[src/common/ldp_cfg_pkg.sv]
// Burst, group and bus width constants for the frame-data writer
// Host address and data word types
// Run-time configuration struct for the ring layout

package ldp_cfg_pkg;

    // Width of the AXI data bus and of every stream word
    localparam int data_w             = 512;
    localparam int bytes_per_beat     = data_w / 8;

    // Frame data goes out in 4 KiB bursts and metadata in 128 byte bursts
    localparam int fd_burst_bytes     = 4096;
    localparam int md_burst_bytes     = 128;
    localparam int fd_beats_per_burst = fd_burst_bytes / bytes_per_beat;
    localparam int md_beats_per_burst = md_burst_bytes / bytes_per_beat;

    // Number of consecutive bursts sent to one frame-data ring before switching
    localparam int bursts_per_group   = 4;

    typedef logic [63:0]       haddr_t;
    typedef logic [data_w-1:0] data_t;

    //==============================
    // Configuration
    //==============================
    // Held stable while out of reset, sampled in reset to load the ring pointers
    typedef struct packed {
        // Frame size in bytes, a whole number of frame-data bursts
        logic [31:0] frame_size;
        haddr_t      fd0_base;
        haddr_t      fd1_base;
        haddr_t      fd_ring_size;
        haddr_t      md0_base;
        haddr_t      md1_base;
        haddr_t      md_ring_size;
        // Host address of the 32-bit frame counter
        haddr_t      fc_addr;
    } ldp_cfg_t;

endpackage

[src/hw/ldp_md_capture.sv]
// Metadata capture, two beats taken from the metadata stream per frame

`timescale 1ns/100ps

module ldp_md_capture import ldp_cfg_pkg::*; (
    input  logic  clk,
    input  logic  resetn,
    input  logic  frame_start,
    input  data_t md_data,
    input  logic  md_valid,
    output logic  md_ready,
    output data_t md_beat0,
    output data_t md_beat1
);

    typedef enum logic [1:0] {
        CAP_IDLE,
        CAP_BEAT0,
        CAP_BEAT1
    } cap_state_t;

    cap_state_t cap_state;
    logic       md_hs;

    // The stream is open only while a capture is in progress
    assign md_ready = (cap_state != CAP_IDLE);
    assign md_hs    = md_valid && md_ready;

    always_ff @(posedge clk) begin
        if (!resetn) begin
            cap_state <= CAP_IDLE;
        end else begin
            case (cap_state)
                CAP_IDLE:  if (frame_start) cap_state <= CAP_BEAT0;
                CAP_BEAT0: if (md_hs) cap_state <= CAP_BEAT1;
                CAP_BEAT1: if (md_hs) cap_state <= CAP_IDLE;
                default:   cap_state <= CAP_IDLE;
            endcase
        end
    end

    // Captured words stay put until the next frame overwrites them
    always_ff @(posedge clk) begin
        if (md_hs && cap_state == CAP_BEAT0) begin
            md_beat0 <= md_data;
        end
        if (md_hs && cap_state == CAP_BEAT1) begin
            md_beat1 <= md_data;
        end
    end

    // Metadata for a frame must be in before the next frame's first data beat
    a_no_overlap: assert property (@(posedge clk) disable iff (!resetn)
        frame_start |-> (cap_state == CAP_IDLE));

endmodule

[config.mk]
export PLATFORM = sky130hd
export DESIGN_NAME = ldp_md_capture
export DESIGN_NICKNAME = d
export VERILOG_FILES = /design/src/common/ldp_cfg_pkg.sv /design/src/hw/ldp_md_capture.sv
export SDC_FILE = /design/constraint.sdc
export NUM_CORES = 1
export LEC_CHECK = 0
export BUFFER_PORTS_ARGS = -buffer_cell sky130_fd_sc_hd__buf_2
export CORE_AREA = 8 8 601 603
export CTS_CLUSTER_DIAMETER = 100
export DETAILED_ROUTE_END_ITERATION = 7
export DIE_AREA = 0 0 609 611
export GPL_ROUTABILITY_DRIVEN = 0
export GPL_TIMING_DRIVEN = 0
export PLACE_DENSITY = 0.33
export SLEW_MARGIN = 10
export SYNTH_ARGS = -nofsm -noshare
export SYNTH_HDL_FRONTEND = slang
export SYNTH_SLANG_ARGS = --single-unit
[constraint.sdc]
create_clock -name clk -period 39.7 [get_ports clk]
set_clock_uncertainty 0.1 [all_clocks]
set_input_delay 11.91 -clock clk [delete_from_list [all_inputs] [get_ports clk]]
set_output_delay 11.91 -clock clk [all_outputs]
set_load 0.03 [all_outputs]
==> metrics.md <==
| Metric | Value |
|---|---|
| Outcome | `complete, no violations` |
| Final Hold Fails | `0` |
| Row cnt | `218` |
| Setup violators final | `0` |
| Clock buffer depth | `4` |
| Most frequent cells in the layout | `1540 x buf_2, 1024 x edfxtp_1, 140 x clkbuf_16` |
| Post-DP HPWL | `212 mm` |
| Final #Nets | `3258` |
| Slew Limit Headroom | `53.5%` |
| Core area | `351000 um2` |
| Antenna-violating nets left | `0` |
| Largest net degree at the start of global routing | `51` |
| Root buf cell | `clkbuf_16` |
| Drt wl/cell | `32.4 um` |
| Max Cap Viol | `0` |
| Kind of critical path | `in2reg` |
| Initial antenna violation count | `303` |
| Seq pwr share | `47.4%` |
| DRT Pass-1 Iters | `5` |
| Maximum clock frequency | `0.0716 GHz` |
| Worst slew pin tran | `0.697 ns` |
| Static leakage | `17.8 nW` |
| Vias/cell | `2.70` |
| Max Slew Vio Count | `0` |
| Internal power | `1.96 mW` |
| Die height | `611 um` |
| Hold-fix buffers, CTS | `0` |
| Hold Crit Class | `reg2reg` |
| Setup TNS | `0 ns` |
| Fin crit share | `35.2%` |
| Postcts setup bufs | `0` |
| Sequential element share of the synthesized area | `99.8%` |
| Vias in the first global route | `19541` |
| FF+latch count, synth | `1026` |
| DRC Markers | `0` |
| P per Cell Area | `52.6 nW/um2` |
| Vias | `20240` |
| Max VDD drop | `0.0272 mV` |
| Top area cells in the synthesized netlist | `edfxtp_1 100%, dfxtp_1 0.13%, nand2b_1 0.061%` |
| Gr usage total | `12.3%` |
| Num Clock Sinks | `1026` |
| Sw Share | `24.5%` |
| Overflow after GRT | `0` |
| CTS tree | `yes` |
| Synth-to-layout area growth | `60.2%` |
| Die area | `372000 um2` |
| Fill cells | `39110` |
| Yosys top cell by area | `edfxtp_1` |
| Post-route minimum period | `13.97 ns` |
| CP Data Arrival Time | `14.33 ns` |
| Port Buf Inserts | `1540` |
| CP max FO | `43` |
| Initial Util | `8.78%` |
| Detailed Route Iter0 Violations | `1949` |
| Cts repair resizes | `0` |
| Setup crit end kind | `register` |
| CP required | `40.06 ns` |
| RSZ-0062 raised after global routing | `false` |
| Clk slew on worst S/H paths | `0.06 ns` |
| Share of layout cells above drive strength 1 | `61.8%` |
| CTS buffer count | `138` |
| CP Launch Type | `input port` |
| Most frequent standard cell in the layout excluding fill and tap cells | `buf_2` |
| Routed WL | `243 mm` |
| NetSw | `0.638 mW` |
| Design Power | `2.60 mW` |
| Synthesized cell area | `30900 um2` |
| Chip width | `609 um` |
| Post-synth top area share | `99.7%` |
| Combinational Power Share | `5.9%` |
| Post-Syn Area per Cell | `29.8 um2` |
| Latest clock arrival within the worst-skew pair | `0.77 ns` |
| Distinct cells, synth | `8` |
| CTS H-tree lvls | `4` |
| Net Count, Synth | `1551` |
| Synth warnings | `0` |
| Cell count after synthesis | `1035` |
| Worst Hold Slack | `0.431 ns` |
| I/O pins | `1541` |
| First-pass GRT wire length | `286 mm` |
| Clk pwr share | `46.7%` |
-- flip-flops by register name, summed over array words and instances, names as in the netlist --
name,count
md_beat0,512
md_beat1,512
cap_state,2
-- worst max-delay path: stages --
cell     delay [ns]
buf_2          0.11
and3b_4        0.52
buf_12         0.28
buf_12         0.24
buf_16         0.26
buf_16         0.26
buf_12         0.28
buf_16         0.27
-- Yosys cell counts, drive strengths merged --
library cell and n:
dfxtp 2, nor3b 1, a21oi 1, edfxtp 1024, and3b 2, or2 1, nand2b 3, o21a 1
-- layer usage --
metal | global-route usage [%] | routed length, um | vias up | part of all wire [%]
met5 | 0 | 856 | - | 0.35
met4 | 2.51 | 6860 | 128 | 2.8
met3 | 7.95 | 35800 | 653 | 15
met2 | 20.1 | 111000 | 1675 | 46
met1 | 13.6 | 88100 | 10015 | 36
li1 | - | - | 7769 | -
-- power by group through the flow --
stage	Clock [mW]	Sequential [mW]	Combinational (mW)
2_1_floorplan	0	1.32	0.0106
5_1_grt	1.30	1.23	0.161
3_3_place_gp	0	1.29	0.151
4_1_cts	1.27	1.23	0.159
6_report	1.21	1.23	0.154
3_5_place_dp	0	1.25	0.158
-- logic make-up (layout without fill, tap and decap cells) --
family	Yosys count	after routing	synth area share (%)
AND/OR/NAND/NOR	7	7	0.162
buffers and inverters	0	1810	0
AO/OA/AOI/OAI	2	2	0.0405
other	0	33	0
flip-flops	1026	1026	99.8
-- stage by stage --
stage          area [um2]  setup slack [ns]  cells  util (%)
2_1_floorplan       30900             15.03   1035         -
3_3_place_gp        44300              5.12   7195      12.6
4_1_cts             49300             25.74   7465      14.0
6_report            49400             25.73   7498      14.1
3_5_place_dp        45000             24.81   7222      12.8
5_1_grt             49300             25.64   7469      14.0
-- final cells by class --
type / count / area [um2] / area share (%)
diodes: 33 / 82.6 / 0.167
clock buffers: 164 / 3590 / 7.27
clock inverters: 79 / 718 / 1.45
multi-input cells: 9 / 70.1 / 0.142
flip-flops and latches: 1026 / 30800 / 62.3
well taps: 4620 / 5780 / 11.7
repair buffers: 1567 / 8380 / 17.0
-- worst paths after layout --
path | startpoint | end | slack, ns | depth (start not counted)
hold reg to reg | cap_state[0] | cap_state[0] | 0.43 | 2
hold / removal | cap_state[0] | cap_state[0] | 0.43 | 2
setup reg to reg | cap_state[0] | md_beat1[324] | 36.51 | 7
setup / recovery | md_valid | md_beat1[340] | 25.73 | 8
Note: power is estimated with default switching activity, not from simulation.
