File: config.mk
export PLATFORM = sky130hd
export DESIGN_NAME = ldp_ring_addr
export DESIGN_NICKNAME = d
export VERILOG_FILES = /design/src/common/ldp_cfg_pkg.sv /design/src/hw/ldp_ring_addr.sv
export SDC_FILE = /design/constraint.sdc
export NUM_CORES = 2
export LEC_CHECK = 0
export BUFFER_PORTS_ARGS = -buffer_cell sky130_fd_sc_hd__buf_2
export CAP_MARGIN = 10
export CORE_MARGIN = 3
export CORE_UTILIZATION = 50
export DETAILED_ROUTE_END_ITERATION = 16
export GPL_ROUTABILITY_DRIVEN = 1
export PLACE_DENSITY = 0.73
export SKIP_CTS_REPAIR_TIMING = 1
export SYNTH_ARGS = -nofsm -noshare
export SYNTH_HDL_FRONTEND = slang
export SYNTH_SLANG_ARGS = --single-unit
File: constraint.sdc
create_clock -name clk -period 30.6 [get_ports clk]
set_clock_uncertainty 0.15 [all_clocks]
set_input_delay 3.06 -clock clk [delete_from_list [all_inputs] [get_ports clk]]
set_output_delay 3.06 -clock clk [all_outputs]
set_load 0.005 [all_outputs]
File: src/common/ldp_cfg_pkg.sv
// Burst, group and bus width constants for the frame-data writer
// Host address and data word types
// Run-time configuration struct for the ring layout

package ldp_cfg_pkg;

    // Width of the AXI data bus and of every stream word
    localparam int data_w             = 512;
    localparam int bytes_per_beat     = data_w / 8;

    // Frame data goes out in 4 KiB bursts and metadata in 128 byte bursts
    localparam int fd_burst_bytes     = 4096;
    localparam int md_burst_bytes     = 128;
    localparam int fd_beats_per_burst = fd_burst_bytes / bytes_per_beat;
    localparam int md_beats_per_burst = md_burst_bytes / bytes_per_beat;

    // Number of consecutive bursts sent to one frame-data ring before switching
    localparam int bursts_per_group   = 4;

    typedef logic [63:0]       haddr_t;
    typedef logic [data_w-1:0] data_t;

    //==============================
    // Configuration
    //==============================
    // Held stable while out of reset, sampled in reset to load the ring pointers
    typedef struct packed {
        // Frame size in bytes, a whole number of frame-data bursts
        logic [31:0] frame_size;
        haddr_t      fd0_base;
        haddr_t      fd1_base;
        haddr_t      fd_ring_size;
        haddr_t      md0_base;
        haddr_t      md1_base;
        haddr_t      md_ring_size;
        // Host address of the 32-bit frame counter
        haddr_t      fc_addr;
    } ldp_cfg_t;

endpackage

File: src/hw/ldp_ring_addr.sv
// Next write address for both frame-data rings and the group selection
// Shared offset and addresses for the two metadata rings

`timescale 1ns/100ps

module ldp_ring_addr import ldp_cfg_pkg::*; (
    input  logic     clk,
    input  logic     resetn,
    input  ldp_cfg_t cfg,
    input  logic     fd_advance,
    input  logic     md_advance,
    output haddr_t   fd_addr,
    output haddr_t   md0_addr,
    output haddr_t   md1_addr
);

    // Offset after the current one, wrapping to zero once it passes the ring size
    function automatic haddr_t next_offset(haddr_t cur, haddr_t step, haddr_t size);
        haddr_t nxt;
        nxt = cur + step;
        if (nxt > size) begin
            nxt = '0;
        end
        return nxt;
    endfunction

    //==============================
    // Frame-data rings
    //==============================
    // Counts bursts 1 to 8, the upper half selects ring 1
    logic [$clog2(2*bursts_per_group+1)-1:0] group_cnt;
    logic   group_sel;
    haddr_t fd0_next;
    haddr_t fd1_next;
    haddr_t fd0_cur;
    haddr_t fd1_cur;

    assign group_sel = (group_cnt > bursts_per_group);
    assign fd_addr   = group_sel ? fd1_cur : fd0_cur;

    always_ff @(posedge clk) begin
        if (!resetn) begin
            group_cnt <= 1;
            fd0_next  <= next_offset('0, fd_burst_bytes, cfg.fd_ring_size);
            fd1_next  <= next_offset('0, fd_burst_bytes, cfg.fd_ring_size);
            fd0_cur   <= cfg.fd0_base;
            fd1_cur   <= cfg.fd1_base;
        end else if (fd_advance) begin
            // Only the ring that just took a burst moves on
            if (!group_sel) begin
                fd0_cur  <= cfg.fd0_base + fd0_next;
                fd0_next <= next_offset(fd0_next, fd_burst_bytes, cfg.fd_ring_size);
            end else begin
                fd1_cur  <= cfg.fd1_base + fd1_next;
                fd1_next <= next_offset(fd1_next, fd_burst_bytes, cfg.fd_ring_size);
            end
            // The group cycle runs on across frame boundaries
            if (group_cnt == 2 * bursts_per_group) begin
                group_cnt <= 1;
            end else begin
                group_cnt <= group_cnt + 1'b1;
            end
        end
    end

    //==============================
    // Metadata rings
    //==============================
    // Both copies share one offset, moved once per frame on the counter request
    haddr_t md_next;

    always_ff @(posedge clk) begin
        if (!resetn) begin
            md_next  <= next_offset('0, md_burst_bytes, cfg.md_ring_size);
            md0_addr <= cfg.md0_base;
            md1_addr <= cfg.md1_base;
        end else if (md_advance) begin
            md0_addr <= cfg.md0_base + md_next;
            md1_addr <= cfg.md1_base + md_next;
            md_next  <= next_offset(md_next, md_burst_bytes, cfg.md_ring_size);
        end
    end

    // The AW sequencer requests frame data and the counter write in separate phases
    a_advance_excl: assert property (@(posedge clk) disable iff (!resetn)
        !(fd_advance && md_advance));

endmodule

==> results.cfg <==
[status]
outcome = finished clean

[logic_synthesis]
syn_inst = 3723
yosys_warnings = 0
synth.largest_area_cell = edfxtp_1
ys_ff_latch = 421
avgSynthCellArea_sq_um = 9.71
ys_types = 88
synthArstFlopShare_pct = 0
synth_area_sq_mm = 0.0361
synthTopCellsByArea = edfxtp_1 35%, ha_1 13%, mux2_2 7.5%
synth-edff-count = 417
ys_seq_area_share_pct = 34.9
syn-num-nets = 4591
synthFlopType = edfxtp_1
yosysTopAreaCellShare_pct = 34.6

[global_route]
grt_pass1_wl_um = 176000
grt_max_degree = 177
grt_overflow = 0
grt_pass1_vias = 29700
grt.total_usage_pct = 30.2
grt_antenna_before_repair = 18

[finish]
final_common_cell = buf_2
area_delta_synth_final_pct = 14.7
drive_above_1_share_pct = 22.4
final_nets = 5086
layout.cells.non_filler = 5197
mostFrequentLayoutCells = 578 x buf_2, 417 x edfxtp_1, 380 x ha_1, 286 x a21oi_1, 242 x nand2_1

[sta]
tightest_slew_ns = 1.12
post-route-period-util_pct = 23.1
slew_violations = 0
finalHoldViolCount = 0
rsz0062_at_grt = false
setup_viol = 0
period_needed_ns = 7.07
max_freq_mhz = 142
slew_headroom_pct = 23.5
tns_ns = 0

[worst_setup_path]
required_ns = 30.77
crit_path_max_fanout = 3
crit_path_end_kind = flop
crit_path_start_kind = input pin
arrival_ns = 7.23
critPathBufInv = 2
cp_cell_sequence = buf_2 > ha_1 > inv_1 > o21ai_0 > o2111ai_1 > a21oi_1 > o21bai_1 > a2111oi_0 > o21ai_0 > a21oi_1 > o21ai_0 > xor2_1 > a21oi_1
cpLargestDelayFamily = compound AO/OA/AOI/OAI gates
slowest_stage = a2111oi_0
path_class = in2reg
critPathMaxStageDelay_ns = 0.97

[min_path]
hold_class = reg2reg

[power_and_ir_drop]
p_seq_share_pct = 37.6
p_clk_share_pct = 30.0
p_sw_share_pct = 33.2
p_comb_share_pct = 32.4
power.internal_mw = 1.38
ir_drop_uv = 40.7
power.leakage_nw = 19.4
powerDensity_mw_per_mm2 = 49.8
power.switching_uw = 685

[cts]
cts_buffer_depth = 3
clockRootBuffer = clkbuf_16
path_clk_slew_ns = 0.06
clock_latency_ns = 0.61
cts_tree = built
htree_levels = 2
cts.sinks = 421
cts_buffers = 51

[die]
die-area_sq_mm = 0.0755
die_x_um = 275
start_util_pct = 51.1
io_pins = 676
die_h_um = 275
core-area_sq_mm = 0.0708
rows = 97

[placement]
io_buffers = 579
gp_congestion = 1.00
dp.cells = 5105
hpwlAfterDp_um = 94500

[flow_run]
drv_cap = 0

[drt]
drtIter0Drc = 3065
vias = 31856
via_per_inst = 6.13
wl_um = 119000
wl_per_cell_um = 22.9
firstDrtPassIters = 6
drc = 0
detail-route-antenna-nets = 0
[tightest hold or removal path, stage by stage, from the launching register on]
cell     delay, ns
dfxtp_1       0.34
mux2i_1       0.15
nor2_1        0.05
[cell type report]
type,count,area (sq um)
multi-input cells,2974,22300
inverters,177,664
well taps,940,1180
clock inverters,33,344
fillers,6082,29300
diodes,3,7.51
flip-flops and latches,421,12600
repair buffers,593,3030
clock buffers,56,1290
[logic make-up after synthesis]
group	synth area share, %
AOI/OAI and AO/OA	16.2
xor gates and xnor gates	8.70
adders and majority gates	13.4
buffers and inverters	3.42
DFF	34.9
muxes	7.70
and+or+nand+nor	15.8
[power groups by stage]
stage / sequential, mW / clock, mW / combinational [mW]
CTS: 0.776 / 0.627 / 0.658
floorplan: 0.779 / 0 / 0.437
global route: 0.784 / 0.649 / 0.729
global placement: 0.785 / 0 / 0.646
detailed placement: 0.786 / 0 / 0.652
finish: 0.777 / 0.619 / 0.669
[sequential cells by signal, indices dropped and copies added, names as in the netlist]
name / flops
fd0_cur: 64
fd1_cur: 64
md0_addr: 64
md1_addr: 64
md_next: 57
fd0_next: 52
fd1_next: 52
group_cnt: 4
[final timing paths]
check                                   from                         end  slack (ns)  cells after the start
setup / recovery                    cfg[201]      md0_addr[54]$_DFFE_PP_       23.53                     13
hold / removal     group_cnt[1]$_SDFFE_PN0P_   group_cnt[1]$_SDFFE_PN0P_        0.44                      2
setup reg to reg  fd1_next[23]$_SDFFCE_PN0P_  fd1_next[63]$_SDFFCE_PN0P_       24.28                     19
hold reg to reg    group_cnt[1]$_SDFFE_PN0P_   group_cnt[1]$_SDFFE_PN0P_        0.44                      2
[synth_stat cells (141+ instances only)]
master,count
inv_1,177
a21oi_1,287
o21ai_0,141
nor2_1,184
edfxtp_1,417
nand2_1,243
ha_1,380
and3_1,179
xnor2_1,225
clkbuf_1,144
mux2_2,241
a21o_1,229
[per-layer routing]
layer / routed length [um] / vias up / global-route usage [%]
met5: 81 / - / 0
met4: 3210 / 14 / 8.06
met3: 10600 / 197 / 5.19
met2: 52500 / 1456 / 46.9
met1: 52600 / 15190 / 43.4
li1: - / 14999 / -
[stage by stage]
stage / utilization, % / instance area, sq um / total power, mW / setup WS [ns] / hold WS (ns)
after floorplan: - / 36100 / 1.22 / 18.24 / 0.368
after global placement: 56.3 / 39800 / 1.43 / 23.28 / 0.406
after global routing: 58.6 / 41500 / 2.16 / 23.54 / 0.473
after CTS: 58.6 / 41500 / 2.06 / 23.87 / 0.442
after detailed placement: 56.3 / 39800 / 1.44 / 23.24 / 0.413
final: 58.6 / 41500 / 2.07 / 23.53 / 0.435
Power figures use the tool's default switching activity.
