$ cat config.mk
export PLATFORM = sky130hd
export DESIGN_NAME = ldp_aw_sequencer
export DESIGN_NICKNAME = d
export VERILOG_FILES = /design/src/common/ldp_cfg_pkg.sv /design/src/common/ldp_axi_pkg.sv /design/src/hw/ldp_aw_sequencer.sv
export SDC_FILE = /design/constraint.sdc
export NUM_CORES = 1
export LEC_CHECK = 0
export BUFFER_PORTS_ARGS = -buffer_cell sky130_fd_sc_hd__buf_2
export CORE_AREA = 2 2 294 296
export DETAILED_ROUTE_END_ITERATION = 10
export DIE_AREA = 0 0 296 298
export HOLD_SLACK_MARGIN = 0.12
export PLACE_DENSITY = 0.36
export SYNTH_ARGS = -nofsm -noshare
export SYNTH_HDL_FRONTEND = slang
export SYNTH_SLANG_ARGS = --single-unit
$ cat constraint.sdc
create_clock -name clk -period 7.3 [get_ports clk]
set_clock_uncertainty 0.05 [all_clocks]
set_input_delay 0.365 -clock clk [delete_from_list [all_inputs] [get_ports clk]]
set_output_delay 0.365 -clock clk [all_outputs]
set_load 0.02 [all_outputs]
$ cat src/common/ldp_cfg_pkg.sv
// Burst, group and bus width constants for the frame-data writer
// Host address and data word types
// Run-time configuration struct for the ring layout

package ldp_cfg_pkg;

    // Width of the AXI data bus and of every stream word
    localparam int data_w             = 512;
    localparam int bytes_per_beat     = data_w / 8;

    // Frame data goes out in 4 KiB bursts and metadata in 128 byte bursts
    localparam int fd_burst_bytes     = 4096;
    localparam int md_burst_bytes     = 128;
    localparam int fd_beats_per_burst = fd_burst_bytes / bytes_per_beat;
    localparam int md_beats_per_burst = md_burst_bytes / bytes_per_beat;

    // Number of consecutive bursts sent to one frame-data ring before switching
    localparam int bursts_per_group   = 4;

    typedef logic [63:0]       haddr_t;
    typedef logic [data_w-1:0] data_t;

    //==============================
    // Configuration
    //==============================
    // Held stable while out of reset, sampled in reset to load the ring pointers
    typedef struct packed {
        // Frame size in bytes, a whole number of frame-data bursts
        logic [31:0] frame_size;
        haddr_t      fd0_base;
        haddr_t      fd1_base;
        haddr_t      fd_ring_size;
        haddr_t      md0_base;
        haddr_t      md1_base;
        haddr_t      md_ring_size;
        // Host address of the 32-bit frame counter
        haddr_t      fc_addr;
    } ldp_cfg_t;

endpackage

$ cat src/common/ldp_axi_pkg.sv
// Packed structs for the AXI4 write-address and write-data channels
// The ready signals travel as single bits next to these structs

package ldp_axi_pkg;

    import ldp_cfg_pkg::*;

    // Write-address channel as seen by the fabric wrapper
    // Size, burst type, id and the other fixed attributes are set there
    typedef struct packed {
        haddr_t     addr;
        logic [7:0] len;
        logic       valid;
    } axi_aw_t;

    // Write-data channel
    typedef struct packed {
        data_t                     data;
        logic [bytes_per_beat-1:0] strb;
        logic                      last;
        logic                      valid;
    } axi_w_t;

endpackage

$ cat src/hw/ldp_aw_sequencer.sv
// AW channel sequencer for one frame
// Frame-data bursts, two metadata copies, then the frame-counter write

`timescale 1ns/100ps

module ldp_aw_sequencer import ldp_cfg_pkg::*, ldp_axi_pkg::*; (
    input  logic     clk,
    input  logic     resetn,
    input  ldp_cfg_t cfg,
    input  logic     idle,
    input  logic     fd_valid,
    input  haddr_t   fd_addr,
    input  haddr_t   md0_addr,
    input  haddr_t   md1_addr,
    output axi_aw_t  aw,
    input  logic     awready,
    output logic     fd_advance,
    output logic     md_advance
);

    typedef enum logic [2:0] {
        AW_FIRST_FD,
        AW_FD,
        AW_MD0,
        AW_MD1,
        AW_FC
    } aw_state_t;

    aw_state_t   aw_state;
    logic [31:0] bursts_per_frame;
    logic [31:0] burst_cnt;
    logic        fd_started;
    logic        aw_hs;
    logic        fd_phase;

    assign bursts_per_frame = cfg.frame_size / fd_burst_bytes;
    assign aw_hs            = aw.valid && awready;
    assign fd_phase         = (aw_state == AW_FIRST_FD) || (aw_state == AW_FD);
    assign fd_advance       = aw_hs && fd_phase;
    assign md_advance       = aw_hs && (aw_state == AW_FC);

    //==============================
    // Request outputs
    //==============================
    always_comb begin
        aw = '0;
        case (aw_state)
            AW_FIRST_FD: begin
                aw.addr  = fd_addr;
                aw.len   = 8'(fd_beats_per_burst - 1);
                // Follows the stream while the W side waits, and stays up once
                // the W side has taken the first beat
                aw.valid = fd_started || (idle && fd_valid);
            end
            AW_FD: begin
                aw.addr  = fd_addr;
                aw.len   = 8'(fd_beats_per_burst - 1);
                aw.valid = 1'b1;
            end
            AW_MD0: begin
                aw.addr  = md0_addr;
                aw.len   = 8'(md_beats_per_burst - 1);
                aw.valid = 1'b1;
            end
            AW_MD1: begin
                aw.addr  = md1_addr;
                aw.len   = 8'(md_beats_per_burst - 1);
                aw.valid = 1'b1;
            end
            AW_FC: begin
                aw.addr  = cfg.fc_addr;
                aw.len   = 8'd0;
                aw.valid = 1'b1;
            end
            default: aw = '0;
        endcase
    end

    //==============================
    // State and burst count
    //==============================
    always_ff @(posedge clk) begin
        if (!resetn) begin
            aw_state   <= AW_FIRST_FD;
            burst_cnt  <= '0;
            fd_started <= 1'b0;
        end else begin
            // Remember a first request that was offered but not yet taken
            if (aw_state == AW_FIRST_FD && aw_hs) begin
                fd_started <= 1'b0;
            end else if (aw_state == AW_FIRST_FD && idle && fd_valid) begin
                fd_started <= 1'b1;
            end
            case (aw_state)
                AW_FIRST_FD: if (aw_hs) begin
                    burst_cnt <= 32'd1;
                    aw_state  <= (bursts_per_frame == 32'd1) ? AW_MD0 : AW_FD;
                end
                AW_FD: if (aw_hs) begin
                    if (burst_cnt + 32'd1 == bursts_per_frame) begin
                        aw_state <= AW_MD0;
                    end
                    burst_cnt <= burst_cnt + 32'd1;
                end
                AW_MD0:  if (aw_hs) aw_state <= AW_MD1;
                AW_MD1:  if (aw_hs) aw_state <= AW_FC;
                AW_FC:   if (aw_hs) aw_state <= AW_FIRST_FD;
                default: aw_state <= AW_FIRST_FD;
            endcase
        end
    end

    // A presented request keeps its address and length until it is taken
    a_aw_stable: assert property (@(posedge clk) disable iff (!resetn)
        (aw.valid && !awready) |=> $stable(aw));

endmodule

==> reports/metrics.csv <==
stage;metric;value;unit
power_and_ir_drop;cellLeakagePower;2.77;nW
cells_and_area;area_delta_synth_final;64.1;%
critical_path;cp.required;6.88;ns
critical_path;r2r-end;aw_state[1];
cells_and_area;finalInstanceArea;7730;µm²
min_path;hold_end;burst_cnt[7];
logic_synthesis;ys_types;62;
logic_synthesis;synth_seq_area_share;0.153;
clocking;clkSlewWorstSetupHoldPaths;0.06;ns
critical_path;path_max_fanout;61;
critical_path;crit_path_max_incr_delay;0.63;ns
floorplan;die_width;296;µm
routing;dr.pass1.iters;4;
logic_synthesis;synth_common_cells;a21oi_1 (97), a22oi_1 (70), nor2b_1 (66);
cells_and_area;final_layout_size_suffix_gt1_frac;0.398;
clocking;cts.sinks;36;
sta;fmax;0.258;GHz
logic_synthesis;avgSynthCellArea;6.74;µm²
sta;tns;0;ns
cells_and_area;nNetsFinal;1669;
place;dpl.hpwl;23200;µm
critical_path;critPathKind;flip-flop to output pin;
cells_and_area;ff_latch_area;732;µm²
logic_synthesis;syn_area;4710;µm²
critical_path;reg2reg_from;burst_cnt[7];
grt;grtUsageTotal;0.0613;
sta;setup_viol_count_final;0;
routing;drcViolationCount;0;
clocking;cts_resized;0;
routing;finalWirelength;29300;µm
floorplan;fp.dieArea;88200;µm²
sta;rsz0062_at_grt;false;
grt;grt-ovfl-total;0;
clocking;postCtsSetupRepairBufs;0;
logic_synthesis;synth_top_area_share;0.153;
logic_synthesis;synthCells;699;
status;status;complete, no violations;
critical_path;end_kind;output pin;
routing;via_per_inst;3.05;
clocking;cts_buffers;5;
clocking;clk_latency;0.29;ns
clocking;h-tree-depth;2;
logic_synthesis;yosysMostFrequentCell;a21oi_1;
power_and_ir_drop;peakVddDrop;0.0775;mV
floorplan;start_util;0.0555;
grt;grt_pass1_wl;41000;µm
critical_path;critPathBufInv;3;
sta;period_share;0.532;
logic_synthesis;synth_top_area_cell;dfxtp_1;
logic_synthesis;synth_edf_count;0;
min_path;hold_start;resetn;
routing;dr.first_iter.drc_count;375;
place;numPortBuffers;353;
critical_path;crit_path_start_kind;flip-flop;
critical_path;crit_slowest_cell;buf_4;
sta;slew_headroom;0.286;
grt;grt_max_degree;62;
sta;hold_viol_final;0;
floorplan;fp-row-count;107;
critical_path;crit_family;buffers and inverters;
job;drv_cap;0;
critical_path;ff2ff_path_depth;9;
floorplan;coreArea;84900;µm²
sta;drv_slew;0;
sta;min_period;3.88;ns
grt;antenna_found_initial;11;
cells_and_area;multiInputGateArea;3540;µm²
clocking;root_buffer;clkbuf_16;
min_path;hp-class;input port to flip-flop;
clocking;hold_buffers;0;
logic_synthesis;ys_warn_count;0;
floorplan;pin_count;752;
sta;tightestPinTransition;1.07;ns
place;place_congestion;0.769;
routing;postRouteAntennaNets;0;
critical_path;crit_arrival;3.47;ns
critical_path;path_cells;buf_4 > nor2b_4 > buf_4 > a22oi_1 > o22ai_1 > buf_2;
logic_synthesis;synth_area_leaders;dfxtp_1 (15%), a22oi_1 (11%), a21oi_1 (10%);
critical_path;r2r_slack;3.48;ns
clocking;tritoncts;yes;
logic_synthesis;ys_seq_elements;36;
cells_and_area;final_util;0.0910;
floorplan;die_y;298;µm
logic_synthesis;ys.flop_type;dfxtp_1;
place;placed_area;7570;µm²
grt;grt_pass1_vias;6034;
routing;vias;6528;
logic_synthesis;async_flop_share;0;
power_and_ir_drop;pwr_density_cell;88.3;nW/µm²
min_path;hold_path_depth;3;
critical_path;crit_top_cell;buf_4;
cells_and_area;fill_cells;10200;
clocking;cts_buffer_depth;2;
routing;wire_per_inst;13.7;µm
-- state kept, by name, indices dropped and copies added, names as in the netlist --
| name | flops |
|---|---|
| burst_cnt | 32 |
| aw_state | 3 |
| fd_started | 1 |
-- cell usage in the layout (no fill, tap or decap), types with 22 or more instances in the layout --
cell and instances:
a21oi_1 97, a22oi_1 70, buf_2 353, dfxtp_1 33, nand2_1 38, nor2_1 49, nor2b_1 65, nor3_1 22
o21ai_0 26, o22ai_1 64, xnor2_1 23
-- per-stage QoR --
| stage | setup WS [ns] | power (W) | hold WS (ns) | std cells |
|---|---|---|---|---|
| final | 3.42 | 0.000682 | 0.312 | 2137 |
| after global routing | 3.15 | 0.000722 | 0.312 | 2136 |
| after CTS | 3.36 | 0.000695 | 0.303 | 2136 |
| after detailed placement | 3.49 | 0.000451 | 0.480 | 2128 |
| after global placement | 3.47 | 0.000452 | 0.478 | 2128 |
| after floorplan | 4.25 | 0.000317 | 0.435 | 700 |
-- how the worst max path moves through the flow --
stage	from	endpoint	slack [ns]	cells past startpoint
6_report	aw_state[1]	aw[28]	3.42	6
5_1_grt	burst_cnt[7]	aw_state[1]	3.15	9
4_1_cts	aw_state[1]	aw[28]	3.36	6
3_5_place_dp	burst_cnt[7]	aw_state[1]	3.49	9
3_3_place_gp	burst_cnt[7]	aw_state[1]	3.47	9
2_1_floorplan	burst_cnt[9]	aw_state[1]	4.25	11
-- worst min-delay path: stages --
cell and delay (ns):
buf_2 0.12, o21ai_0 0.07, a21oi_1 0.04
-- power breakdown --
part | total (W) | internal (W) | switching [W]
Sequential | 0.000202 | 0.000197 | 0.00000455
Clock | 0.000237 | 0.000146 | 0.0000916
Combinational | 0.000243 | 0.000107 | 0.000136
Total | 0.000682 | 0.000450 | 0.000232
-- area by class of cell --
class | instances | share of cell area
clock buffer | 8 | 0.0202
antenna | 1 | 0.000324
tap | 1144 | 0.185
sequential | 36 | 0.0947
timing repair buffer | 363 | 0.238
multi-input combinational | 580 | 0.459
inverter | 5 | 0.00243
-- kinds of logic after synthesis --
family	share of synthesized area
mux	0.00425
simple gates	0.285
fa+ha+maj	0.00266
xor+xnor	0.0688
compound gates	0.386
flops	0.153
buf+inv	0.0999
other cells	0.000796
-- layer usage --
metal	up-vias	track usage	share of wire
li1	3204	-	-
met1	3053	0.0888	0.47
met2	245	0.0986	0.45
met3	18	0.0103	0.067
met4	8	0.00313	0.0032
met5	-	0	0.0016
Power figures use the tool's default switching activity.
